==> config.mk <==
export PLATFORM = sky130hd
export DESIGN_NAME = mret_sequencer
export DESIGN_NICKNAME = d
export VERILOG_FILES = /design/src/hdl/csr_pkg.sv /design/src/hdl/trap_pkg.sv /design/src/hdl/mret_sequencer.sv
export SDC_FILE = /design/constraint.sdc
export NUM_CORES = 1
export LEC_CHECK = 0
export ABC_AREA = 1
export BUFFER_PORTS_ARGS = -buffer_cell sky130_fd_sc_hd__buf_4
export CAP_MARGIN = 10
export CORE_MARGIN = 2
export CORE_UTILIZATION = 33
export DETAILED_ROUTE_END_ITERATION = 16
export GPL_ROUTABILITY_DRIVEN = 0
export PLACE_DENSITY = 0.95
export SYNTH_ARGS = -nofsm -noshare
export SYNTH_HDL_FRONTEND = slang
export SYNTH_SLANG_ARGS = --single-unit
export TNS_END_PERCENT = 30
==> constraint.sdc <==
create_clock -name clk -period 3.2 [get_ports clk]
set_input_delay 0.48 -clock clk [delete_from_list [all_inputs] [get_ports clk]]
set_output_delay 0.48 -clock clk [all_outputs]
set_load 0.01 [all_outputs]
==> src/hdl/csr_pkg.sv <==
`default_nettype none

package csr_pkg;

   // Machine word and CSR address
   typedef logic [31:0] xlen_t;
   typedef logic [11:0] csr_addr_t;

   // ========================================
   // Machine-mode CSR addresses
   // ========================================
   localparam csr_addr_t CSR_MSTATUS = 12'h300;
   localparam csr_addr_t CSR_MIE     = 12'h304;
   localparam csr_addr_t CSR_MTVEC   = 12'h305;
   localparam csr_addr_t CSR_MEPC    = 12'h341;
   localparam csr_addr_t CSR_MCAUSE  = 12'h342;
   localparam csr_addr_t CSR_MTVAL   = 12'h343;
   localparam csr_addr_t CSR_MIP     = 12'h344;

   // mstatus fields
   localparam int MSTATUS_MIE  = 3;
   localparam int MSTATUS_MPIE = 7;

   // mie / mip fields
   localparam int MIE_MTIE = 7;
   localparam int MIP_MTIP = 7;
   localparam int MIE_TAGE = 16;   // Tag mismatch enable, custom bit

   // ========================================
   // mcause codes
   // ========================================
   // Synchronous exceptions
   localparam xlen_t CAUSE_MISALIGNED = 32'h0000_0000;
   localparam xlen_t CAUSE_ILLEGAL    = 32'h0000_0002;
   localparam xlen_t CAUSE_BREAK      = 32'h0000_0003;
   localparam xlen_t CAUSE_ECALL      = 32'h0000_000b;

   // Interrupts, top bit set
   localparam xlen_t CAUSE_TIMER = 32'h8000_0007;
   localparam xlen_t CAUSE_TAG   = 32'h8000_0010;

endpackage

`default_nettype wire
==> src/hdl/trap_pkg.sv <==
`default_nettype none

package trap_pkg;

   // One CSR port access, valid for a single cycle
   typedef struct packed {
      logic                en;
      logic                we;
      csr_pkg::csr_addr_t  addr;
      csr_pkg::xlen_t      wdata;
   } csr_req_t;

   // Synchronous exception kinds reported by the core
   typedef enum logic [1:0] {
      ECALL,
      EBREAK,
      ILLEGAL,
      MISALIGNED
   } exc_kind_t;

   // funct3 of the SYSTEM CSR instructions
   typedef enum logic [2:0] {
      CSRRW  = 3'd1,
      CSRRS  = 3'd2,
      CSRRC  = 3'd3,
      CSRRWI = 3'd5,
      CSRRSI = 3'd6,
      CSRRCI = 3'd7
   } csr_op_t;

   typedef struct packed {
      logic                valid;
      csr_op_t             op;
      csr_pkg::csr_addr_t  addr;
      csr_pkg::xlen_t      rs1_val;
      logic [4:0]          zimm;
   } csr_cmd_t;

   // pc redirect pulse
   typedef struct packed {
      logic            valid;
      csr_pkg::xlen_t  target;
   } redirect_t;

endpackage

`default_nettype wire

==> src/hdl/mret_sequencer.sv <==
`timescale 1ns/10ps
`default_nettype none

module mret_sequencer (
   input  wire                  clk,
   input  wire                  reset,
   input  wire                  mret_i,
   input  wire csr_pkg::xlen_t  rdata_i,
   output trap_pkg::csr_req_t   csr_o,
   output trap_pkg::redirect_t  mret_o,
   output logic                 busy_o
);

   import csr_pkg::*;

   typedef enum logic [1:0] {IDLE, STATUS, EPC} state_t;

   state_t state_q, state_d;
   xlen_t  status_new;

   always_ff @(posedge clk) begin
      if (reset) begin
         state_q <= IDLE;
      end else begin
         state_q <= state_d;
      end
   end

   always_comb begin
      state_d    = state_q;
      csr_o      = '0;
      mret_o     = '0;
      status_new = rdata_i;
      status_new[MSTATUS_MIE] = rdata_i[MSTATUS_MPIE];   // Restore MIE

      case (state_q)
         IDLE: if (mret_i) state_d = STATUS;
         STATUS: begin
            csr_o   = '{en: 1'b1, we: 1'b1, addr: CSR_MSTATUS, wdata: status_new};
            state_d = EPC;
         end
         EPC: begin
            csr_o   = '{en: 1'b1, we: 1'b0, addr: CSR_MEPC, wdata: '0};
            mret_o  = '{valid: 1'b1, target: rdata_i & ~xlen_t'(1)};
            state_d = IDLE;
         end
         default: state_d = IDLE;
      endcase
   end

   assign busy_o = (state_q != IDLE);

endmodule

`default_nettype wire

# Word level (Yosys, flattened, before mapping)
# Cells that the tools add are included.
# totals
regBits	2
in_bits	35
out_inout_bits	80
# op_classes
eq_ne	3
mux	4
reduce_logical	2
# op_table
op	count
one-hot mux 46 bit (2 select lines)	1
two-way mux 33 bit	1
one-hot mux 2 bit (2 select lines)	1
== test 2 x 1 -> 1 bit (second input constant)	1
== test 2 bit (second input constant)	1
logical NOT 2 bit	1
two-way mux 2 bit	1
!= test 2 bit (second input constant)	1
nonzero test 2 bit	1

# Logic depth before layout (Yosys ltp)
# logic_depth
depth_word	2
depth_mapped	6
ltp_nobuf	6

# Worst setup path before layout
# OpenSTA, ideal clock, no wires.
# synth_timing
path_type	reg-to-output
start	reg state_q[1]
end	out csr_o[7] in the netlist's numbering
t_arrival_ns	1.089
setup_slack_ns	1.631
stages_incl_launch_ff	7
n_path_buf	2
path_cell_list	dfxtp_1 inv_1 ha_1 buf_6 nand2_1 inv_1 buf_4
# synth_lines
item	line_no	text
start: declaration	mret_sequencer.sv:18	state_t state_q, state_d;
start signal: assignment	mret_sequencer.sv:25	state_q <= state_d;
end: declaration	mret_sequencer.sv:9	output trap_pkg::csr_req_t csr_o,

==> flow_summary_export.csv <==
group,metric,value,unit
status,status,"finished clean",
pwr,fin_total_pwr,0.4956,mW
floorplan,rows,18,
cts,hold_buffers,0,
logic_synthesis,synth_cells,168,
cells_and_area,n_fill_cell,239,
floorplan,core_area,2410,um^2
cts,numCtsBuffers,3,
global_route,grt_usage,0.1518,
global_route,grt_pass1_vias,822,
pwr,p_leak,1.340,nW
sta,slew_headroom,0.6009,
route,drtPass1Iterations,4,
global_route,antenna_found_initial,0,
setup_path,cp-end-kind,"output port",
global_route,grtUsageMet1,0.1554,
sta,fmax,443.2,MHz
logic_synthesis,synthesis.area,822.0,um^2
route,drtIter0Drc,15,
route,wl_per_cell,8.488,um
setup_path,crit_required,2720,ps
route,vias,1124,
cells_and_area,largestRegisters,"state_q (2)",
setup_path,start_kind,"flop",
place,dpl.cell_count,292,
sta,hold_viol_final,0,
logic_synthesis,ys_seq_elements,2,
floorplan,start_util,0.3411,
global_route,grt_pass1_wl,3.291,mm
sta,slew_viol_final,0,
cts,cts_tree,"done",
cts,clk_latency,230,ps
cts,cts.path.max_buffers,2,
cells_and_area,utilization,0.6371,
logic_synthesis,ys_seq_area_frac,0.04871,
cts,clockRootBuffer,"clkbuf_4",
floorplan,dieArea,2906,um^2
setup_path,arrival,1780,ps
pwr,peakVddDrop,0.0002146,V
setup_path,critPathKind,"reg -> out",
cts,ctsResizeCount,0,
cells_and_area,area_growth,86.76,%
route,drc,0,
sta,min_period_over_period,0.7051,
run,drv_cap,0,
pwr,power.density,322.8,nW/um^2
floorplan,die_y,53.91,um
floorplan,fp.dieW,53.91,um
place,place.detailed.hpwl,2.099,mm
sta,finClkSkew,0.1243,ps
hold_path,hp-class,"in -> reg",
sta,setup_tns,0,ps
logic_synthesis,syn_avg_cell_area,4.893,um^2
cts,postCtsSetupRepairBufs,0,
cells_and_area,largest-register,"state_q",
cells_and_area,fin_cells,295,
sta,grt_setup_unrepaired,"no",
cells_and_area,antenna_cells,0,
route,drtAntennaViolNets,0,
floorplan,io_pins,115,
route,viasPerCell,3.810,
sta,worst_pin_slew,598.7,ps
global_route,grt_overflow,0,
cells_and_area,drive_above_1_share,0.4189,
sta,post-route-min-period,2256,ps
logic_synthesis,ys.warnings.count,0,
route,totalWireLength,2.504,mm
global_route,top_usage_layer,"met2",
global_route,grt_use_met2,0.2947,
cells_and_area,largest_register_ffs,2,
logic_synthesis,synth_cell_types,10,
place,portBuffers,105,
sta,whs,500.7,ps
global_route,grtUsageMet3,0.01944,
cts,cts_max_level,1,
cts,clkTransAtPathRegs,30,ps
global_route,grt_max_degree,20,
cts,cts_sinks,2,
sta,setup_violations,0,
setup_path,worstPathMaxFanout,19,
cells_and_area,nNetsFinal,308,
-- worst paths after layout --
check                            endpoint  depth (start not counted)  slack [ps]               startpoint
setup / recovery                csr_o[25]                          6         940  state_q[1]$_SDFFE_PP0P_
setup reg to reg  state_q[1]$_SDFFE_PP0P_                          6        2140  state_q[0]$_SDFFE_PP0P_
hold / removal    state_q[1]$_SDFFE_PP0P_                          4         500                    reset
hold reg to reg   state_q[1]$_SDFFE_PP0P_                          4         670  state_q[1]$_SDFFE_PP0P_
-- where the power goes --
group          switching (mW)  total [mW]  internal (mW)
clock                  0.0153      0.0567         0.0414
combinational           0.206       0.405          0.200
sequential            0.00361      0.0336         0.0300
-- logic make-up after synthesis --
group,share of synthesized area
flops,0.04871
fa+ha+maj,0.09132
buf+inv,0.5251
other cells,0.004562
simple gates,0.3303
-- synth_stat cells (all sizes together) --
library cell / instances / area, um^2
dfxtp: 2 / 40.04
nand3: 2 / 10.01
ha: 6 / 75.07
nor2: 5 / 21.27
conb: 1 / 3.750
inv: 67 / 251.5
nand2: 64 / 240.2
buf: 21 / 180.2
-- area by class of cell --
| type | instances | area (um^2) | share of cell area |
|---|---|---|---|
| flip-flops and latches | 2 | 40.04 | 0.02608 |
| inverters | 67 | 251.5 | 0.1638 |
| repair buffers | 107 | 803.3 | 0.5232 |
| multi-input cells | 86 | 380.4 | 0.2478 |
| clock buffers | 3 | 22.52 | 0.01467 |
| well taps | 30 | 37.54 | 0.02445 |
-- critical path, cell delays in order, from the launching register on --
cell and delay, ps:
dfxtp_1 310, inv_1 130, ha_1 560, buf_4 300
nand2_1 70, inv_1 60, buf_4 110
-- stage by stage --
stage | area, um^2 | setup WS (ps)
floorplan | 852.1 | 1631
global placement | 1513 | 1198
detailed placement | 1513 | 1153
CTS | 1535 | 911.4
global route | 1535 | 770.1
finish | 1535 | 943.7
-- metal layers --
metal,share of wire,wire (um)
met5,0,0
met4,0.012,31
met3,0.12,299
met2,0.51,1278
met1,0.36,895
-- cells in the final DEF (no fill, tap or decap) --
| cell type | netlist | routed |
|---|---|---|
| buf_4 | 15 | 107 |
| inv_1 | 67 | 67 |
| nand2_1 | 64 | 64 |
| conb_1 | 1 | 9 |
| ha_1 | 6 | 6 |
| nor2_1 | 4 | 4 |
| clkbuf_4 | 0 | 3 |
| nand3_1 | 2 | 2 |
| dfxtp_1 | 2 | 2 |
| nor2_2 | 1 | 1 |
Power figures use the tool's default switching activity.
