==> src/hdl/csr_pkg.sv <==
`default_nettype none

package csr_pkg;

   // Machine word and CSR address
   typedef logic [31:0] xlen_t;
   typedef logic [11:0] csr_addr_t;

   // ========================================
   // Machine-mode CSR addresses
   // ========================================
   localparam csr_addr_t CSR_MSTATUS = 12'h300;
   localparam csr_addr_t CSR_MIE     = 12'h304;
   localparam csr_addr_t CSR_MTVEC   = 12'h305;
   localparam csr_addr_t CSR_MEPC    = 12'h341;
   localparam csr_addr_t CSR_MCAUSE  = 12'h342;
   localparam csr_addr_t CSR_MTVAL   = 12'h343;
   localparam csr_addr_t CSR_MIP     = 12'h344;

   // mstatus fields
   localparam int MSTATUS_MIE  = 3;
   localparam int MSTATUS_MPIE = 7;

   // mie / mip fields
   localparam int MIE_MTIE = 7;
   localparam int MIP_MTIP = 7;
   localparam int MIE_TAGE = 16;   // Tag mismatch enable, custom bit

   // ========================================
   // mcause codes
   // ========================================
   // Synchronous exceptions
   localparam xlen_t CAUSE_MISALIGNED = 32'h0000_0000;
   localparam xlen_t CAUSE_ILLEGAL    = 32'h0000_0002;
   localparam xlen_t CAUSE_BREAK      = 32'h0000_0003;
   localparam xlen_t CAUSE_ECALL      = 32'h0000_000b;

   // Interrupts, top bit set
   localparam xlen_t CAUSE_TIMER = 32'h8000_0007;
   localparam xlen_t CAUSE_TAG   = 32'h8000_0010;

endpackage

`default_nettype wire
==> src/hdl/trap_pkg.sv <==
`default_nettype none

package trap_pkg;

   // One CSR port access, valid for a single cycle
   typedef struct packed {
      logic                en;
      logic                we;
      csr_pkg::csr_addr_t  addr;
      csr_pkg::xlen_t      wdata;
   } csr_req_t;

   // Synchronous exception kinds reported by the core
   typedef enum logic [1:0] {
      ECALL,
      EBREAK,
      ILLEGAL,
      MISALIGNED
   } exc_kind_t;

   // funct3 of the SYSTEM CSR instructions
   typedef enum logic [2:0] {
      CSRRW  = 3'd1,
      CSRRS  = 3'd2,
      CSRRC  = 3'd3,
      CSRRWI = 3'd5,
      CSRRSI = 3'd6,
      CSRRCI = 3'd7
   } csr_op_t;

   typedef struct packed {
      logic                valid;
      csr_op_t             op;
      csr_pkg::csr_addr_t  addr;
      csr_pkg::xlen_t      rs1_val;
      logic [4:0]          zimm;
   } csr_cmd_t;

   // pc redirect pulse
   typedef struct packed {
      logic            valid;
      csr_pkg::xlen_t  target;
   } redirect_t;

endpackage

`default_nettype wire

==> src/hdl/csr_regfile.sv <==
`timescale 1ns/10ps
`default_nettype none

module csr_regfile #(
   parameter csr_pkg::xlen_t MTVEC_RESET = 32'd16
) (
   input  wire                 clk,
   input  wire                 reset,
   input  wire trap_pkg::csr_req_t  trap_csr_i,
   input  wire trap_pkg::csr_req_t  mret_csr_i,
   input  wire trap_pkg::csr_req_t  sw_csr_i,
   output csr_pkg::xlen_t      rdata_o,
   output logic                irq_enable_o,
   output logic                timer_en_o,
   output logic                tag_en_o
);

   import csr_pkg::*;
   import trap_pkg::*;

   xlen_t mstatus_q;
   xlen_t mie_q;
   xlen_t mip_q;
   xlen_t mtvec_q;
   xlen_t mepc_q;
   xlen_t mtval_q;
   xlen_t mcause_q;

   csr_req_t sel;   // Access served this cycle
   logic     wr_en;

   // ========================================
   // Port selection, trap > mret > software
   // ========================================
   always_comb begin
      if (trap_csr_i.en) begin
         sel = trap_csr_i;
      end else if (mret_csr_i.en) begin
         sel = mret_csr_i;
      end else begin
         sel = sw_csr_i;
      end
   end

   assign wr_en = sel.en & sel.we;

   // Combinational read of the served address
   always_comb begin
      case (sel.addr)
         CSR_MSTATUS: rdata_o = mstatus_q;
         CSR_MIE:     rdata_o = mie_q;
         CSR_MIP:     rdata_o = mip_q;
         CSR_MTVEC:   rdata_o = mtvec_q;
         CSR_MEPC:    rdata_o = mepc_q;
         CSR_MTVAL:   rdata_o = mtval_q;
         CSR_MCAUSE:  rdata_o = mcause_q;
         default:     rdata_o = '0;   // Not implemented
      endcase
   end

   // ========================================
   // Register update
   // ========================================
   always_ff @(posedge clk) begin
      if (reset) begin
         mstatus_q <= '0;
         mie_q     <= '0;
         mip_q     <= '0;
         mtvec_q   <= MTVEC_RESET;
         mepc_q    <= '0;
         mtval_q   <= '0;
         mcause_q  <= '0;
      end else if (wr_en) begin
         case (sel.addr)
            CSR_MSTATUS: mstatus_q <= sel.wdata;
            CSR_MIE:     mie_q     <= sel.wdata;
            CSR_MIP:     mip_q     <= sel.wdata;
            CSR_MTVEC:   mtvec_q   <= sel.wdata;
            CSR_MEPC:    mepc_q    <= sel.wdata;
            CSR_MTVAL:   mtval_q   <= sel.wdata;
            CSR_MCAUSE:  mcause_q  <= sel.wdata;
            default: ;   // Write dropped
         endcase
      end
   end

   // Enables seen by the interrupt logic
   assign irq_enable_o = mstatus_q[MSTATUS_MIE];
   assign timer_en_o   = mie_q[MIE_MTIE];
   assign tag_en_o     = mie_q[MIE_TAGE];

endmodule

`default_nettype wire

==> config.mk <==
export PLATFORM = sky130hd
export DESIGN_NAME = csr_regfile
export DESIGN_NICKNAME = d
export VERILOG_FILES = /design/src/hdl/csr_pkg.sv /design/src/hdl/trap_pkg.sv /design/src/hdl/csr_regfile.sv
export SDC_FILE = /design/constraint.sdc
export NUM_CORES = 1
export LEC_CHECK = 0
export BUFFER_PORTS_ARGS = -buffer_cell sky130_fd_sc_hd__buf_4
export CELL_PAD_IN_SITES_DETAIL_PLACEMENT = 0
export CELL_PAD_IN_SITES_GLOBAL_PLACEMENT = 2
export CORE_MARGIN = 8
export CORE_UTILIZATION = 34
export DETAILED_ROUTE_END_ITERATION = 12
export GPL_TIMING_DRIVEN = 0
export PLACE_DENSITY = 0.8
export SLEW_MARGIN = 10
export SYNTH_ARGS = -nofsm -noshare
export SYNTH_HDL_FRONTEND = slang
export SYNTH_SLANG_ARGS = --single-unit
==> constraint.sdc <==
create_clock -name clk -period 2.6 [get_ports clk]
set_input_delay 0.26 -clock clk [delete_from_list [all_inputs] [get_ports clk]]
set_output_delay 0.26 -clock clk [all_outputs]
set_load 0.02 [all_outputs]
# Yosys cells after proc, flatten, opt, wreduce, memory -nomap -nowiden
# Index checks and enable logic that the tools add are counted.
[classes]
muxes = 3
add_sub_neg = 0
div_mod_pow = 0
magnitude_cmp = 0
n_eq_ne = 7
bitwise = 1
shift = 0
reduce_logical = 7
multipliers = 0
[op_table]
columns = ["cell", "n"]
rows = [
  ["case mux 32 bit (7 select lines)", 1],
  ["two-way mux 46 bit", 2],
  ["equality test 12 x 10 -> 1 bit, second input constant", 7],
  ["AND reduction 2 bit", 7],
  ["AND 1 bit", 1],
]
[totals]
out_inout_bits = 35
latch_bits = 0
ram_bits = 0
register_bits = 224
mem_count = 0
input_bits = 140
mem_bits_ro = 0
word_cells = 25

# Depth between registers and ports, before layout
[depth]
word_depth = 4
ltp_mapped = 12
depth_no_buf = 6

# Worst setup path before layout
# OpenSTA, ideal clock, no wires.
[synth_path]
path_type = "input -> output"
startpoint = "in trap_csr_i[45] (netlist name)"
endpoint = "out rdata_o[10]"
required_ns = 2.340
cell_stages = 10
slack_ns = -0.045
t_arrival_ns = 2.385
n_path_buf = 5
cell_sequence = "buf_2 > buf_2 > or2_1 > o41ai_2 > o32ai_1 > buf_2 > or2_2 > clkbuf_1 > buf_2 > o221ai_1"
[synth_via]
elab_chain_cells = 3
word_cells_on_any_way = 9
cone_classes = "eq/ne (7); mux (2)"
[synth_rtl]
columns = ["element", "line", "source"]
rows = [
  ["from (decl)", "csr_regfile.sv:9", "input wire trap_pkg::csr_req_t trap_csr_i,"],
  ["two-way mux 46 bit *", "csr_regfile.sv:36", "if (trap_csr_i.en) begin"],
  ["equality test 12 x 10 -> 1 bit", "csr_regfile.sv:49", "case (sel.addr)"],
  ["case mux 32 bit (7 select lines) *", "csr_regfile.sv:49", ""],
  ["to (decl)", "csr_regfile.sv:12", "output csr_pkg::xlen_t rdata_o,"],
]
# Mark *: on every way between the ends. The rest lies on a longest branch, timed or not.

# Final worst setup path
[layout_path]
startpoint = "in mret_csr_i[45] (netlist name)"
endpoint = "out rdata_o[23]"
[layout_via]
elab_chain_cells = 4
word_cells_on_any_way = 10
cone_classes = "eq/ne (7); mux (3)"
[layout_rtl]
columns = ["element", "line", "source"]
rows = [
  ["from (decl)", "csr_regfile.sv:10", "input wire trap_pkg::csr_req_t mret_csr_i,"],
  ["two-way mux 46 bit *", "csr_regfile.sv:38", "end else if (mret_csr_i.en) begin"],
  ["two-way mux 46 bit *", "csr_regfile.sv:36", ""],
  ["equality test 12 x 10 -> 1 bit", "csr_regfile.sv:49", ""],
  ["case mux 32 bit (7 select lines) *", "csr_regfile.sv:49", ""],
]
# Marked as above.

==> results.rst <==
.. list-table::
   :header-rows: 1

   * - Metric
     - Value
   * - Result of the run
     - completed
   * - Routability-driven placement congestion ratio
     - 0.8120
   * - Clock edge transition at the registers on the reported setup and hold paths
     - around 0.060 ns
   * - Portion of the post-synthesis area used by sequential elements
     - between 40% and 50%
   * - End-of-flow core utilization
     - a little under half
   * - Via/cell ratio
     - around 5.5
   * - Sequence of cells on the critical path
     - buf_6 -> buf_8 -> or2_4 -> o41ai_4 -> buf_4 -> o32a_1 -> nand2_4 -> clkbuf_8 -> o221ai_1 -> buf_4
   * - Final std cells w/o fill
     - about 1.9k
   * - X dimension of the die
     - 193.2 um
   * - Hpwl dp
     - ~31000 um
   * - Worst-Skew Late Latency
     - about 0.52 ns
   * - Tot Pwr
     - 8113 uW
   * - Arrival time at the worst endpoint
     - between 2 and 2.5 ns
   * - Share of flip-flops with an asynchronous set or reset
     - 0%
   * - Reg-to-reg setup timing slack
     - 1.94 ns
   * - Top cell family by delay on the critical path
     - buffers and inverters
   * - Crit. End Element
     - primary output
   * - Mean area per synthesized cell
     - roughly 8.5 um^2
   * - Clock tree from TritonCTS
     - yes
   * - Initial DRT Pass Iterations
     - 5
   * - Initial antenna violation count
     - 0
   * - Iteration-0 DRC count of the detailed router
     - around 770
   * - Number of unique standard cell types used by synthesis
     - 39
   * - EDFF count, synth
     - 0
   * - Area overhead of the layout relative to synthesis
     - 34.24%
   * - Critical-path cell with the highest stage delay
     - or2_4
   * - Core footprint
     - around 31000 um^2
   * - Number of hold buffers added after cts
     - 0
   * - Number of max-cap violations
     - 0
   * - Number of remaining DRC errors
     - 0
   * - Routed WL per cell
     - ~23 um
   * - IO buf count
     - 171
   * - Row cnt
     - 65
   * - Final Hold Vio Count
     - 0
   * - Final wirelength
     - ~43000 um
   * - Synth Instances
     - about 1.2k
   * - DIE HEIGHT
     - 193.2 um
   * - Worst-margin pin slew
     - ~0.9 ns
   * - Max VDD drop
     - about 0.45 mV
   * - Yosys Warn Count
     - 0
   * - Number of buffers inserted during clock tree synthesis
     - 26
   * - DIE AREA
     - about 37000 um^2
   * - Area occupied by registers
     - 4484 um^2
   * - Start point of the critical path
     - mret_csr_i[45]
   * - Max-slew violation count
     - 0
   * - First-pass GRT wire length
     - between 60000 and 70000 um
   * - Minimum clock period
     - ~2.6 ns
   * - Final worst hold slack
     - 0.2581 ns
   * - Highest net fanout along the worst path
     - 10
   * - Fraction of layout instances using a drive strength above 1
     - between 20% and 30%
   * - Fraction of the cycle the final worst path needs
     - about 99%
   * - Cell seen most often among critical-path stages
     - buf_4
   * - Count of endpoints failing setup in the final report
     - 0
   * - Residual overflow from global routing
     - 0
   * - Critical R2R Capture
     - mie_q[16]
   * - Final Skew
     - 0 ns
   * - Num ports
     - 175
   * - Ratio of total power to cell area
     - ~570 nW/um^2
   * - Maximum number of pins on one net before global-route repair
     - 13
   * - Clock H-tree levels
     - 1
   * - Antenna viol nets, final
     - 0
   * - RSZ-0062 raised after global routing
     - true
   * - Worst setup path class
     - in2out
   * - Total inserted antenna cells
     - 0
   * - All-layer global routing usage
     - between 20% and 30%
   * - Post-synth top flop
     - dfxtp_1
   * - Post-synth design cell area
     - approximately 11000 um^2
   * - Hold/Removal Path Class
     - in2reg
   * - Maximum buffer depth of the clock tree
     - 3
   * - Final TNS setup
     - 0 ns
   * - Max frequency
     - around 390 MHz
   * - Number of nets in the finished design
     - 1619
   * - Critical path's largest stage delay
     - between 0.2 and 0.3 ns
   * - Worst slew margin
     - between 30% and 40%
   * - Destination of the critical timing path
     - rdata_o[23]
   * - Clock Sinks
     - ~220
   * - Number of cells in the design after placement
     - between 1.5k and 2k
   * - CP Depth
     - 10
   * - Count of cells along the worst register-to-register path
     - 2
   * - Effective utilization at floorplan
     - 34.18%
   * - Clock tree root driver cell
     - clkbuf_16
   * - Vias in the first global route
     - approximately 11k
   * - FF-to-FF Start
     - mie_q[16]
   * - Register bit total from synthesis
     - ~220
   * - Standby leakage power
     - between 0.005 and 0.006 uW
   * - Kind of start point of the critical path
     - input port
   * - Vias after detailed routing
     - 10.48k
   * - Buffering stage count on the worst path with inverters included
     - 5
   * - Required arrival time at the worst endpoint
     - between 2 and 2.5 ns
   * - Area taken by multi-input logic gates
     - slightly above 6000 um^2
   * - Synthesized Nets
     - ~1.4k
   * - # fillers
     - about 3.2k
worst min-delay path, cell delays in order:
cell,delay (ns)
clkbuf_1,0.21
nand3b_1,0.21
o21ai_0,0.07
logic make-up after synthesis:
logic type / after synthesis / synth area share, %
simple gates: 438 / 25.26
mux: 61 / 5.802
flops: 224 / 42.01
compound gates: 403 / 21.71
buf+inv: 123 / 5.227
cell usage after synthesis, drive strengths merged (2+ instances only):
library cell  count  area share [%]
a2bb2oi          15             1.2
dfxtp           224              42
nor3              4            0.28
a22oi            15             1.1
nand3b          219              16
mux2i            60             5.7
nor2             28            0.98
o21ai           253              12
nand4             3            0.18
and2              2            0.12
a21oi            84             3.9
or4b              4            0.41
or2               2            0.12
nand2b           33             1.9
buf              42             2.4
nand4bb           2            0.21
nor4              3            0.18
clkbuf           81             2.8
o221ai           32             2.6
nand2           135             4.8
how the worst min path moves through the flow:
stage                 from       endpoint  slack, ns  depth (start not counted)
2_1_floorplan   mtvec_q[0]     mtvec_q[0]       0.45                          2
6_report             reset  mstatus_q[13]       0.26                          3
5_1_grt              reset  mstatus_q[13]       0.28                          3
3_3_place_gp   mtvec_q[27]    mtvec_q[27]       0.47                          2
3_5_place_dp   mtval_q[31]    mtval_q[31]       0.47                          2
4_1_cts              reset  mstatus_q[13]       0.24                          3
flip-flops by register name, indices dropped and copies added, names as in the netlist:
signal,cells
mie_q,32
mcause_q,32
mtvec_q,32
mepc_q,32
mstatus_q,32
mtval_q,32
mip_q,32
cell usage in the layout, fill, tap and decap left out, types with 9 or more instances in the layout:
cell / n
mux2i_1: 57
a2bb2oi_1: 12
o221ai_4: 9
o21ai_1: 51
clkbuf_2: 9
buf_6: 26
a21oi_1: 84
o21ai_0: 182
dfxtp_1: 224
o21ai_2: 18
clkbuf_8: 11
nand2b_1: 33
clkbuf_16: 28
nor2_1: 26
nand2_1: 133
a22oi_1: 14
buf_4: 193
nand3b_1: 206
buf_2: 15
o221ai_2: 17
clkbuf_1: 68
nand3b_2: 13
area by class of cell:
type                    instances  share of cell area [%]
clock buffers                  44                   5.789
multi-input cells             902                   42.22
plain buffers                 119                   5.064
repair buffers                206                   11.63
clock inverters                 4                  0.4890
well taps                     402                   3.510
flip-flops and latches        224                   31.29
power by group:
| part | internal (uW) | leakage (uW) | switching [uW] |
|---|---|---|---|
| logic | 359 | 0.00289 | 492 |
| clock network | 2350 | 0.000443 | 1480 |
| registers | 3430 | 0.00180 | 0.286 |
stage by stage:
stage,cell area (um^2),setup WS [ns]
after floorplan,10680,-0.04476
after global placement,12460,-1.126
after detailed placement,12460,-1.137
after CTS,14120,0.003520
after global routing,14330,-0.01465
final,14330,0.02986
timing repair:
item | CTS | global route
buffers inserted | 24 | 10
gates resized for setup | 122 | 23
pin swaps | 9 | 7
gates cloned | 2 | 0
hold endpoints to repair | 0 | 0
endpoints found under the setup margin | 72 | 81
layer usage:
metal  GRT usage, %  wire, um  up-vias
met4          4.704       682        0
met1          31.19     19990     5070
met5              0         0        -
li1               -         -     4964
met2          37.92     19720      397
met3          5.090      3048       48
(Power assumes the default switching activity.)
