## config.mk

```make
export PLATFORM = sky130hd
export DESIGN_NAME = csr_rmw_unit
export DESIGN_NICKNAME = d
export VERILOG_FILES = /design/src/hdl/csr_pkg.sv /design/src/hdl/trap_pkg.sv /design/src/hdl/csr_rmw_unit.sv
export SDC_FILE = /design/constraint.sdc
export NUM_CORES = 1
export LEC_CHECK = 0
export BUFFER_PORTS_ARGS = -buffer_cell sky130_fd_sc_hd__buf_2
export CELL_PAD_IN_SITES_DETAIL_PLACEMENT = 1
export CELL_PAD_IN_SITES_GLOBAL_PLACEMENT = 2
export CORE_MARGIN = 5
export CORE_UTILIZATION = 28
export CTS_CLUSTER_SIZE = 20
export DETAILED_ROUTE_END_ITERATION = 12
export GPL_TIMING_DRIVEN = 0
export PLACE_DENSITY = 0.9
export SKIP_LAST_GASP = 1
export SLEW_MARGIN = 20
export SYNTH_ARGS = -nofsm -noshare
export SYNTH_HDL_FRONTEND = slang
export SYNTH_SLANG_ARGS = --single-unit
```

## constraint.sdc

```tcl
create_clock -name clk -period 3.25 [get_ports clk]
set_input_delay 0.65 -clock clk [delete_from_list [all_inputs] [get_ports clk]]
set_output_delay 0.65 -clock clk [all_outputs]
set_load 0.01 [all_outputs]
```

## src/hdl/csr_pkg.sv

```systemverilog
`default_nettype none

package csr_pkg;

   // Machine word and CSR address
   typedef logic [31:0] xlen_t;
   typedef logic [11:0] csr_addr_t;

   // ========================================
   // Machine-mode CSR addresses
   // ========================================
   localparam csr_addr_t CSR_MSTATUS = 12'h300;
   localparam csr_addr_t CSR_MIE     = 12'h304;
   localparam csr_addr_t CSR_MTVEC   = 12'h305;
   localparam csr_addr_t CSR_MEPC    = 12'h341;
   localparam csr_addr_t CSR_MCAUSE  = 12'h342;
   localparam csr_addr_t CSR_MTVAL   = 12'h343;
   localparam csr_addr_t CSR_MIP     = 12'h344;

   // mstatus fields
   localparam int MSTATUS_MIE  = 3;
   localparam int MSTATUS_MPIE = 7;

   // mie / mip fields
   localparam int MIE_MTIE = 7;
   localparam int MIP_MTIP = 7;
   localparam int MIE_TAGE = 16;   // Tag mismatch enable, custom bit

   // ========================================
   // mcause codes
   // ========================================
   // Synchronous exceptions
   localparam xlen_t CAUSE_MISALIGNED = 32'h0000_0000;
   localparam xlen_t CAUSE_ILLEGAL    = 32'h0000_0002;
   localparam xlen_t CAUSE_BREAK      = 32'h0000_0003;
   localparam xlen_t CAUSE_ECALL      = 32'h0000_000b;

   // Interrupts, top bit set
   localparam xlen_t CAUSE_TIMER = 32'h8000_0007;
   localparam xlen_t CAUSE_TAG   = 32'h8000_0010;

endpackage

`default_nettype wire
```

## src/hdl/trap_pkg.sv

```systemverilog
`default_nettype none

package trap_pkg;

   // One CSR port access, valid for a single cycle
   typedef struct packed {
      logic                en;
      logic                we;
      csr_pkg::csr_addr_t  addr;
      csr_pkg::xlen_t      wdata;
   } csr_req_t;

   // Synchronous exception kinds reported by the core
   typedef enum logic [1:0] {
      ECALL,
      EBREAK,
      ILLEGAL,
      MISALIGNED
   } exc_kind_t;

   // funct3 of the SYSTEM CSR instructions
   typedef enum logic [2:0] {
      CSRRW  = 3'd1,
      CSRRS  = 3'd2,
      CSRRC  = 3'd3,
      CSRRWI = 3'd5,
      CSRRSI = 3'd6,
      CSRRCI = 3'd7
   } csr_op_t;

   typedef struct packed {
      logic                valid;
      csr_op_t             op;
      csr_pkg::csr_addr_t  addr;
      csr_pkg::xlen_t      rs1_val;
      logic [4:0]          zimm;
   } csr_cmd_t;

   // pc redirect pulse
   typedef struct packed {
      logic            valid;
      csr_pkg::xlen_t  target;
   } redirect_t;

endpackage

`default_nettype wire

```

## src/hdl/csr_rmw_unit.sv

```systemverilog
`timescale 1ns/10ps
`default_nettype none

module csr_rmw_unit (
   input  wire                      clk,
   input  wire                      reset,
   input  wire trap_pkg::csr_cmd_t  cmd_i,
   input  wire csr_pkg::xlen_t      rdata_i,
   output trap_pkg::csr_req_t       csr_o,
   output logic                     done_o,
   output csr_pkg::xlen_t           old_o
);

   import csr_pkg::*;
   import trap_pkg::*;

   logic     pending_q;   // Command held for its RMW cycle
   csr_cmd_t cmd_q;
   xlen_t    operand;
   xlen_t    wdata;

   always_ff @(posedge clk) begin
      if (reset) begin
         pending_q <= 1'b0;
      end else begin
         pending_q <= cmd_i.valid;
      end
   end

   always_ff @(posedge clk) begin
      if (cmd_i.valid) cmd_q <= cmd_i;
   end

   // Immediate forms carry funct3 bit 2
   assign operand = cmd_q.op[2] ? xlen_t'(cmd_q.zimm) : cmd_q.rs1_val;

   always_comb begin
      case (cmd_q.op)
         CSRRW, CSRRWI: wdata = operand;
         CSRRS, CSRRSI: wdata = rdata_i | operand;
         CSRRC, CSRRCI: wdata = rdata_i & ~operand;
         default:       wdata = rdata_i;   // Reserved funct3, value kept
      endcase
   end

   always_comb begin
      csr_o.en    = pending_q;
      csr_o.we    = pending_q;
      csr_o.addr  = cmd_q.addr;
      csr_o.wdata = wdata;
   end

   assign done_o = pending_q;
   assign old_o  = rdata_i;   // Value before the write lands

endmodule

`default_nettype wire

```

* Word level (Yosys, flattened, before mapping) *
Cells that the tools add are included.

operators by class
  eq/ne operators = 6
  muxes and demuxes = 2
  bitwise gates (word level) = 3
  reduce and logical (&&, ||, !) cells = 3

operator list
  cell                                                  number
  one-hot mux 32 bit (3 select lines)                   1
  AND 32 bit                                            1
  two-way mux 32 bit                                    1
  inverter 32 bit                                       1
  OR 32 bit                                             1
  equality test 3 bit (second input constant)           3
  equality test 3 x 2 -> 1 bit (second input constant)  2
  OR reduction 2 bit                                    3
  equality test 3 x 1 -> 1 bit (second input constant)  1

storage, ports and cells
  flip-flop bits (word level) = 53
  word-level logic and storage cells = 19

* Longest topological paths before layout *
Gate-level depths: netlist (run 1).

  depth after elaboration = 4
  mapped depth = 5
  mapped depth without buffers = 3

* Worst setup path before layout (run 1) *
No wires, ideal clock.

  path type = register to output
  start = register cmd_q[51] (netlist name)
  end = output port csr_o[2] (netlist name)
  data arrival time = 1.180 ns
  required time = 2.600 ns
  slack = 1.420 ns
  cell stages (with the launch flop) = 4
  buffers on the path = 1
  cells stage by stage = edfxtp_1 buf_6 mux2_4 a211oi_2

RTL lines
  item                    line                text
  from (decl)             csr_rmw_unit.sv:18  csr_cmd_t cmd_q;
  from (signal assigned)  csr_rmw_unit.sv:31  if (cmd_i.valid) cmd_q <= cmd_i;
  to (decl)               csr_rmw_unit.sv:9   output trap_pkg::csr_req_t csr_o,

==> results of run 1 <==
==> final cells by class <==
| class | count | area share |
|---|---|---|
| flip-flops and latches | 53 | 0.388 |
| clock buffers | 5 | 0.0169 |
| clock inverters | 3 | 0.00706 |
| plain buffers | 58 | 0.108 |
| multi-input cells | 133 | 0.235 |
| repair buffers | 165 | 0.203 |
| well taps | 136 | 0.0417 |
==> per-layer routing <==
metal,routed length (um),share of wire,up-vias,global-route usage
met2,4630,0.54,100,0.246
met4,101,0.012,0,0.0296
met1,3000,0.35,1167,0.132
met3,777,0.091,9,0.0449
li1,-,-,1173,-
met5,0,0,-,0
==> worst max-delay path by stage <==
stage / from / to / slack (ps) / depth (start not counted)
finish: cmd_q[51]$_DFFE_PP_ / csr_o[3] / 870 / 4
global placement: cmd_q[51]$_DFFE_PP_ / csr_o[10] / 1200 / 5
floorplan: cmd_q[51]$_DFFE_PP_ / csr_o[2] / 1420 / 3
detailed placement: cmd_q[51]$_DFFE_PP_ / csr_o[7] / 1170 / 5
global route: cmd_q[51]$_DFFE_PP_ / csr_o[23] / 680 / 5
CTS: cmd_q[51]$_DFFE_PP_ / csr_o[7] / 810 / 5
==> cell usage after synthesis <==
| cell | n | share of area |
|---|---|---|
| a211oi_2 | 5 | 0.021 |
| a21oi_1 | 29 | 0.049 |
| a21oi_2 | 4 | 0.012 |
| and2_1 | 1 | 0.0021 |
| buf_2 | 2 | 0.0034 |
| buf_4 | 48 | 0.12 |
| buf_6 | 5 | 0.019 |
| clkbuf_1 | 2 | 0.0025 |
| clkbuf_4 | 1 | 0.0025 |
| dfxtp_1 | 1 | 0.0067 |
| edfxtp_1 | 52 | 0.52 |
| mux2_2 | 2 | 0.0076 |
| mux2_4 | 3 | 0.015 |
| nand2_1 | 26 | 0.033 |
| nand2_2 | 1 | 0.0021 |
| nand2b_1 | 26 | 0.055 |
| nand2b_2 | 1 | 0.0029 |
| nor2_1 | 5 | 0.0063 |
| nor2b_1 | 2 | 0.0042 |
| o22ai_1 | 1 | 0.0021 |
| o22ai_2 | 25 | 0.10 |
| or2_1 | 1 | 0.0021 |
| xnor2_1 | 1 | 0.0029 |
==> worst max-delay path, cell delays in order (launching register included) <==
cell      delay [ps]
edfxtp_1         500
buf_6            200
mux2_4           320
a211oi_2         230
buf_2            160
==> per-stage QoR <==
| step | std cells | total power [uW] | utilization | setup slack (ps) | area [um^2] |
|---|---|---|---|---|---|
| after floorplan | 244 | 1110 | - | 1420 | 2980 |
| after global placement | 545 | 1300 | 0.383 | 1200 | 3980 |
| after detailed placement | 545 | 1320 | 0.383 | 1170 | 3980 |
| after CTS | 553 | 1730 | 0.393 | 806 | 4070 |
| after global routing | 553 | 1800 | 0.393 | 683 | 4080 |
| final | 553 | 1690 | 0.393 | 872 | 4080 |
==> sequential cells by signal (all words and copies together) (netlist names) <==
register and cells:
done_o 1, csr_o 12, cmd_q 40
==> power groups by stage <==
stage	Combinational [uW]	Sequential, uW	Clock, uW
after floorplan	269	838	0
after global placement	462	841	0
after detailed placement	477	844	0
after CTS	478	828	427
after global routing	514	831	455
final	466	826	402
==> logic make-up (layout without fill, tap and decap cells) <==
kind of cell / count (synthesis) / after routing / synth area share
and+or+nand+nor: 63 / 63 / 0.107
buffers and inverters: 58 / 231 / 0.148
xor gates and xnor gates: 1 / 1 / 0.00294
muxes: 5 / 5 / 0.0227
DFF: 53 / 53 / 0.531
AOI/OAI and AO/OA: 64 / 64 / 0.188
==> summary.txt, run 1 <==
Outcome
  • Status: complete, no violations

Yosys
  • Synthesized Nets: 331
  • Synth unique cells: 23
  • #FFs+latches synth: 53
  • Sequential share of the synthesized area: 0.531
  • Cells after Synth: 244
  • Ys Warns: 0
  • Synth Area per Inst: 12.2 um^2
  • Post-Syn Area: 2980 um^2

Clock network
  • TritonCTS clock tree: yes
  • Cts hold-fix bufs: 0
  • Setup bufs post-CTS: 0
  • CTS Buffer Depth: 2
  • H-tree depth: 2
  • Root buffer cell: clkbuf_8
  • Post-cts resize count: 0
  • Clock sink count: 53
  • Reg clk slew, reported paths: 110 ps
  • TritonCTS Buffers: 5

Run
  • Max Cap Viol: 0

Layout
  • Filler cell count: 1209
  • Most frequent cells in the layout: buf_2 (166), edfxtp_1 (52), buf_4 (49)
  • Most common cell after layout, fill and taps aside: buf_2
  • Layout Nets: 503
  • # diodes: 0
  • Sequential Area: 1580 um^2
  • Multi-input gate area in the final layout: 957 um^2
  • Share of cells above drive strength 1: 0.647
  • Synth-to-Final Area Change: 36.8%

Global routing
  • Vias in the first global route: 2712
  • GRT overflow: 0
  • Initial antenna violation count: 0
  • First-pass GRT wire length: 13200 um
  • Largest net degree at the start of global routing: 54
  • Total GRT Usage: 0.128

Timing
  • Final hold viol count: 0
  • Tcrit/Tclk final: 0.732
  • Slew margin rel.: 0.554
  • Fin Hold WS: 492 ps
  • Slew @ Worst Pin: 668 ps
  • Setup TNS: 0 ps
  • Final setup fails: 0
  • Peak Freq: 421 MHz
  • Fin crit period: 2380 ps
  • RSZ-0062 raised after global routing: no
  • Final Max Tran Viols: 0

Place
  • DP HPWL: 6810 um
  • IO buf count: 165
  • GP Congestion: 0.699

Drt
  • Routed WL: 8510 um
  • Final antenna-violating net count: 0
  • Detailed Routing Iterations Pass 1: 4
  • DRC Markers: 0
  • Vias/cell: 4.43
  • Drt initial violations: 68
  • DR WL/cell: 15.4 um
  • Via Count: 2449

Floorplanning
  • Rows: 37
  • Die footprint: 12800 um^2
  • Die Y: 113 um
  • Core area: 10400 um^2
  • Die Wd: 113 um
  • Io pins: 166
  • Initial Util: 0.287

Pwr
  • Int Power: 1200 uW
  • Sw Share: 0.292
  • VDD IR-drop max: 0.181 mV
  • Leak pwr: 0.00184 uW
  • Switching power: 495 uW
  • Comb pwr share: 0.275
  • Clock power frac: 0.237
  • Pwr Density: 416 nW/um^2
  • Sequential share of power: 0.488

Hold path
  • WHS Path Cells: 2
  • Worst Hold Endpoint: done_o$_SDFF_PP0_
  • Worst Hold Launch: reset
  • Hold/Removal Path Class: in -> reg

Setup path
  • CP Data Arrival Time: 1730 ps
  • Critical Path Start Type: flop
  • Endpoint class of the critical path: output pin
  • Setup CP Type: reg -> out
  • Crit Path Max Fanout: 10
  • CP Data Required Time: 2600 ps
(Power assumes the default switching activity.)
==> run 2, diff against run 1 <==
--- a/config.mk
+++ b/config.mk
@@ -5,15 +5,16 @@
 export SDC_FILE = /design/constraint.sdc
 export NUM_CORES = 1
 export LEC_CHECK = 0
+export ABC_AREA = 1
 export BUFFER_PORTS_ARGS = -buffer_cell sky130_fd_sc_hd__buf_2
 export CELL_PAD_IN_SITES_DETAIL_PLACEMENT = 1
 export CELL_PAD_IN_SITES_GLOBAL_PLACEMENT = 2
 export CORE_MARGIN = 5
-export CORE_UTILIZATION = 28
+export CORE_UTILIZATION = 24
 export CTS_CLUSTER_SIZE = 20
 export DETAILED_ROUTE_END_ITERATION = 12
 export GPL_TIMING_DRIVEN = 0
-export PLACE_DENSITY = 0.9
+export PLACE_DENSITY = 0.85
 export SKIP_LAST_GASP = 1
 export SLEW_MARGIN = 20
 export SYNTH_ARGS = -nofsm -noshare
==> constraint.sdc (replaced) <==
create_clock -name clk -period 2.3 [get_ports clk]
set_input_delay 0.46 -clock clk [delete_from_list [all_inputs] [get_ports clk]]
set_output_delay 0.46 -clock clk [all_outputs]
set_load 0.01 [all_outputs]
==> summary.txt, run 2 <==
Place
  • DP HPWL: 6690 um
  • Pre-CTS setup slack: 375 ps
  • IO buf count: 165
  • # placed instances: 602
  • GP Congestion: 0.725

Timing
  • Final setup fails: 0
  • Final Max Tran Viols: 0
  • Tcrit/Tclk final: 0.934
  • Slew @ Worst Pin: 671 ps
  • Fin crit period: 2150 ps
  • Setup TNS: 0 ps
  • RSZ-0062 raised after global routing: no
  • Slew margin rel.: 0.553
  • Final hold viol count: 0
  • Final worst slack: 152 ps
  • Peak Freq: 465 MHz

Yosys
  • Async set-reset flop share out of synthesis: 0
  • Most used DFF post-synth: edfxtp_1
  • #FFs+latches synth: 53
  • Ys Warns: 0
  • Sequential share of the synthesized area: 0.563
  • Synth Area per Inst: 9.56 um^2
  • Synthesized Nets: 381
  • Number of synthesized flops with an enable pin: 52
  • Area leader, netlist: edfxtp_1
  • Yosys top cell area share: 0.555
  • Top cells by area, synth: edfxtp_1 (56%), nand2_1 (19%), buf_4 (12%), o21ai_0 (3.0%), o21ai_2 (2.8%)
  • Cells after Synth: 294
  • Commonest cells in the synthesized netlist: nand2_1 (144), edfxtp_1 (52), buf_4 (46), o21ai_0 (17), o21ai_2 (9)
  • Count leader, synth: nand2_1
  • Synth unique cells: 17
  • Post-Syn Area: 2810 um^2

Setup path
  • Setup CP Type: reg -> out
  • CP top delay family: buffers and inverters
  • Endpoint class of the critical path: output pin
  • CP Data Required Time: 1840 ps
  • Most frequent CP cell: buf_6
  • CP Data Arrival Time: 1690 ps
  • Max stage delay on crit path: 380 ps
  • Worst-path cell chain: buf_6, or2_1, buf_6, nand2_8, buf_8, o21ai_1, buf_2
  • Critical path buffer and inverter count: 4
  • Crit Path Max Fanout: 10
  • Critical Path Start Type: flop
  • Critical-path top delay cell: edfxtp_1

Layout
  • Cell Count, Final, Fillers Out: 610
  • Largest register FFs: 40
  • Synth-to-Final Area Change: 42.4%
  • # diodes: 0
  • Share of cells above drive strength 1: 0.516
  • Filler cell count: 1385
  • Largest Register: cmd_q
  • Layout Nets: 553
  • Most frequent cells in the layout: buf_2 (164), nand2_1 (144), edfxtp_1 (52)
  • Most common cell after layout, fill and taps aside: buf_2

Global routing
  • Largest net degree at the start of global routing: 54
  • Total GRT Usage: 0.117
  • GRT overflow: 0
  • First-pass GRT wire length: 13300 um
  • Vias in the first global route: 2712
  • Initial antenna violation count: 1

Clock network
  • TritonCTS clock tree: yes
  • Root buffer cell: clkbuf_16
  • Clock sink count: 53
  • H-tree depth: 2
  • Cts hold-fix bufs: 0
  • CTS Buffer Depth: 2
  • Setup bufs post-CTS: 0
  • Reg clk slew, reported paths: 70 ps
  • TritonCTS Buffers: 5

Floorplanning
  • Rows: 39
  • Core area: 11500 um^2
  • Die Y: 118 um
  • Die footprint: 14000 um^2
  • Io pins: 166
  • Die Wd: 118 um
  • Initial Util: 0.245

Outcome
  • Status: complete, no violations

Hold path
  • Worst Hold Endpoint: done_o$_SDFF_PP0_
  • Worst Hold Launch: reset
  • WHS Path Cells: 2
  • Hold/Removal Path Class: in -> reg

Drt
  • Detailed Routing Iterations Pass 1: 4
  • Routed WL: 8390 um
  • DRC Markers: 0
  • Drt initial violations: 81
  • DR WL/cell: 13.8 um
  • Via Count: 2511
  • Final antenna-violating net count: 0
  • Vias/cell: 4.12

Pwr
  • VDD IR-drop max: 0.316 mV
  • Leak pwr: 0.00206 uW
  • Pwr Density: 666 nW/um^2
  • Final Total Pwr: 2670 uW

Run
  • Max Cap Viol: 0
## run 2: changes by cell type after synthesis, moves of 4 or more
| cell | delta |
|---|---|
| o21ai_0 | +17 |
| a21oi_2 | -4 |
| nand2_1 | +118 |
| o22ai_2 | -25 |
| o21ai_2 | +9 |
| nor2_1 | -4 |
| nand3_1 | +5 |
| a211oi_2 | -5 |
| a21oi_1 | -29 |
| nand2b_1 | -26 |
## run 2: cell families after synthesis
| group | Yosys count | synth area share |
|---|---|---|
| AND/OR/NAND/NOR | 152 | 0.212 |
| buffers and inverters | 62 | 0.166 |
| flip-flops | 53 | 0.563 |
| AO/OA/AOI/OAI | 27 | 0.0601 |
## run 2: worst max-delay path by stage
stage | start | slack, ps | cells after the start | endpoint
4_1_cts | cmd_q[51]$_DFFE_PP_ | 60 | 8 | csr_o[30]
6_report | cmd_q[50]$_DFFE_PP_ | 150 | 7 | csr_o[15]
2_1_floorplan | cmd_q[50]$_DFFE_PP_ | 640 | 7 | csr_o[10]
3_3_place_gp | cmd_q[51]$_DFFE_PP_ | 410 | 8 | csr_o[19]
3_5_place_dp | cmd_q[51]$_DFFE_PP_ | 380 | 8 | csr_o[25]
5_1_grt | cmd_q[50]$_DFFE_PP_ | 20 | 7 | csr_o[6]
## run 2: power by group
group          switching (uW)  leakage [uW]  internal, uW  total, uW
logic                     345       0.00146           287        632
registers                21.7      0.000517          1140       1170
clock network             326     0.0000831           543        869
## run 2: timing repair
action	in CTS	in global routing
setup endpoints to repair	0	30
resized for setup	0	6
endpoints found under the hold margin	0	0
## run 2: routing by layer
metal | wire, um | vias to the layer above | part of all wire | GRT usage
met5 | 13 | - | 0.0015 | 0
met4 | 89 | 2 | 0.011 | 0.0251
met3 | 753 | 10 | 0.090 | 0.0458
met2 | 4420 | 102 | 0.53 | 0.215
met1 | 3120 | 1145 | 0.37 | 0.126
li1 | - | 1252 | - | -
## run 2: metrics by stage
stage	utilization	hold slack, ps	area, um^2
CTS	0.348	317	4000
global placement	0.333	616	3820
detailed placement	0.333	631	3820
floorplan	-	531	2810
global route	0.349	308	4000
finish	0.349	323	4000
## run 2: cell type report
type | instances | area (um^2) | area share
Buffer | 59 | 463 | 0.116
Clock buffer | 6 | 139 | 0.0347
Clock inverter | 2 | 37.5 | 0.00938
Inverter | 3 | 11.3 | 0.00281
Multi-Input combinational cell | 179 | 764 | 0.191
Sequential cell | 53 | 1580 | 0.395
Tap cell | 143 | 179 | 0.0447
Timing Repair Buffer | 165 | 828 | 0.207
==> run 3, diff against run 2 <==
==> constraint.sdc (replaced) <==
create_clock -name clk -period 2.3 [get_ports clk]
set_input_delay 0.46 -clock clk [delete_from_list [all_inputs] [get_ports clk]]
set_output_delay 0.46 -clock clk [all_outputs]
set_load 0.05 [all_outputs]
==> summary.txt, run 3 (same netlist as run 2, synthesis figures left out) <==
Layout
  • Largest Register: cmd_q
  • # diodes: 0
  • Largest register FFs: 40
  • Most common cell after layout, fill and taps aside: nand2_1
  • Synth-to-Final Area Change: 46.2%
  • Layout Nets: 555
  • Filler cell count: 1378
  • Most frequent cells in the layout: nand2_1 (144), buf_2 (135), buf_4 (64)
  • Share of cells above drive strength 1: 0.525

Clock network
  • TritonCTS clock tree: yes
  • CTS Buffer Depth: 2
  • Reg clk slew, reported paths: 70 ps
  • Root buffer cell: clkbuf_16
  • Clock sink count: 53
  • TritonCTS Buffers: 5
  • H-tree depth: 2

Floorplanning
  • Core area: 11500 um^2
  • Die footprint: 14000 um^2
  • Io pins: 166
  • Rows: 39
  • Die Y: 118 um
  • Initial Util: 0.245
  • Die Wd: 118 um

Drt
  • Detailed Routing Iterations Pass 1: 4
  • Drt initial violations: 74
  • Routed WL: 8460 um
  • DR WL/cell: 13.8 um
  • DRC Markers: 0
  • Via Count: 2522
  • Vias/cell: 4.12
  • Final antenna-violating net count: 0

Setup path
  • Worst Setup SP: cmd_q[50]$_DFFE_PP_
  • Endpoint class of the critical path: output pin
  • CP Data Required Time: 1840 ps
  • CP Data Arrival Time: 1750 ps
  • Critical Path Start Type: flop
  • Setup CP Type: reg -> out
  • Crit Path Max Fanout: 10

Timing
  • RSZ-0062 raised after global routing: yes
  • Tcrit/Tclk final: 0.963
  • Peak Freq: 452 MHz
  • Slew @ Worst Pin: 671 ps
  • Final Max Tran Viols: 0
  • Final worst slack: 86.1 ps
  • Fin Hold WS: 323 ps
  • Fin crit period: 2210 ps
  • Slew margin rel.: 0.553
  • Final hold viol count: 0
  • Final setup fails: 0

Place
  • DP HPWL: 6690 um
  • Pre-CTS setup slack: 303 ps
  • IO buf count: 165
  • GP Congestion: 0.725

Hold path
  • Worst Hold Launch: reset
  • Hold/Removal Path Class: in -> reg
  • WHS Path Cells: 2

Global routing
  • GRT overflow: 0
  • Largest net degree at the start of global routing: 54
  • First-pass GRT wire length: 13300 um
  • Vias in the first global route: 2718
  • Total GRT Usage: 0.117
  • Initial antenna violation count: 1

Pwr
  • Final Total Pwr: 3100 uW
  • Leak pwr: 0.00209 uW
  • Pwr Density: 755 nW/um^2
  • VDD IR-drop max: 0.315 mV

Outcome
  • Status: complete, no violations

Run
  • Max Cap Viol: 0
==> run 3: changes by cell type in the layout (fill, tap and decap cells not counted), sizes merged <==
cell,previous run,this run
clkbuf,11,23
buf,219,209
==> run 3: critical path, cell delays in order, from the launching register on <==
cell      delay, ps
edfxtp_1        380
buf_6           140
or2_1           230
buf_6           150
buf_6           140
nand2_1          60
nand2_1          60
o21ai_2          50
buf_2           270
==> run 3: routing by layer <==
layer | part of all wire | up-vias | GRT usage
met2 | 0.53 | 100 | 0.215
met3 | 0.087 | 10 | 0.0463
met1 | 0.37 | 1153 | 0.126
met4 | 0.011 | 2 | 0.0258
met5 | 0.0015 | - | 0
li1 | - | 1257 | -
==> run 3: area by class of cell <==
cell class	instances	area [um^2]	share of cell area
Inverter	3	11.3	0.00274
Sequential cell	53	1580	0.385
Clock inverter	2	37.5	0.00914
Buffer	59	465	0.113
Clock buffer	6	139	0.0338
Multi-Input combinational cell	179	768	0.187
Tap cell	143	179	0.0435
Timing Repair Buffer	167	927	0.226
==> run 3: stage by stage <==
step,utilization,instances,setup TNS [ps],area [um^2]
after floorplan,-,294,-1580,2810
after global placement,0.333,602,0,3820
after detailed placement,0.333,602,0,3820
after CTS,0.349,610,-37.7,4000
after global routing,0.358,612,-112,4110
final,0.358,612,0,4110
==> run 3: power by group <==
part | internal (uW) | switching (uW)
Sequential | 1140 | 20.9
Clock | 543 | 326
Combinational | 335 | 735
==> run 3: path summary, 6_finish.rpt <==
kind / slack (ps) / to
setup / recovery: 90 / csr_o[26]
hold / removal: 320 / done_o$_SDFF_PP0_
==> run 3: timing repair <==
action / 4_1_cts / 5_1_grt
pin swaps: 0 / 0
buffers inserted: 0 / 2
gates resized for setup: 3 / 59
hold buffers: 0 / 0
setup endpoints to repair: 12 / 31
gates cloned: 0 / 0
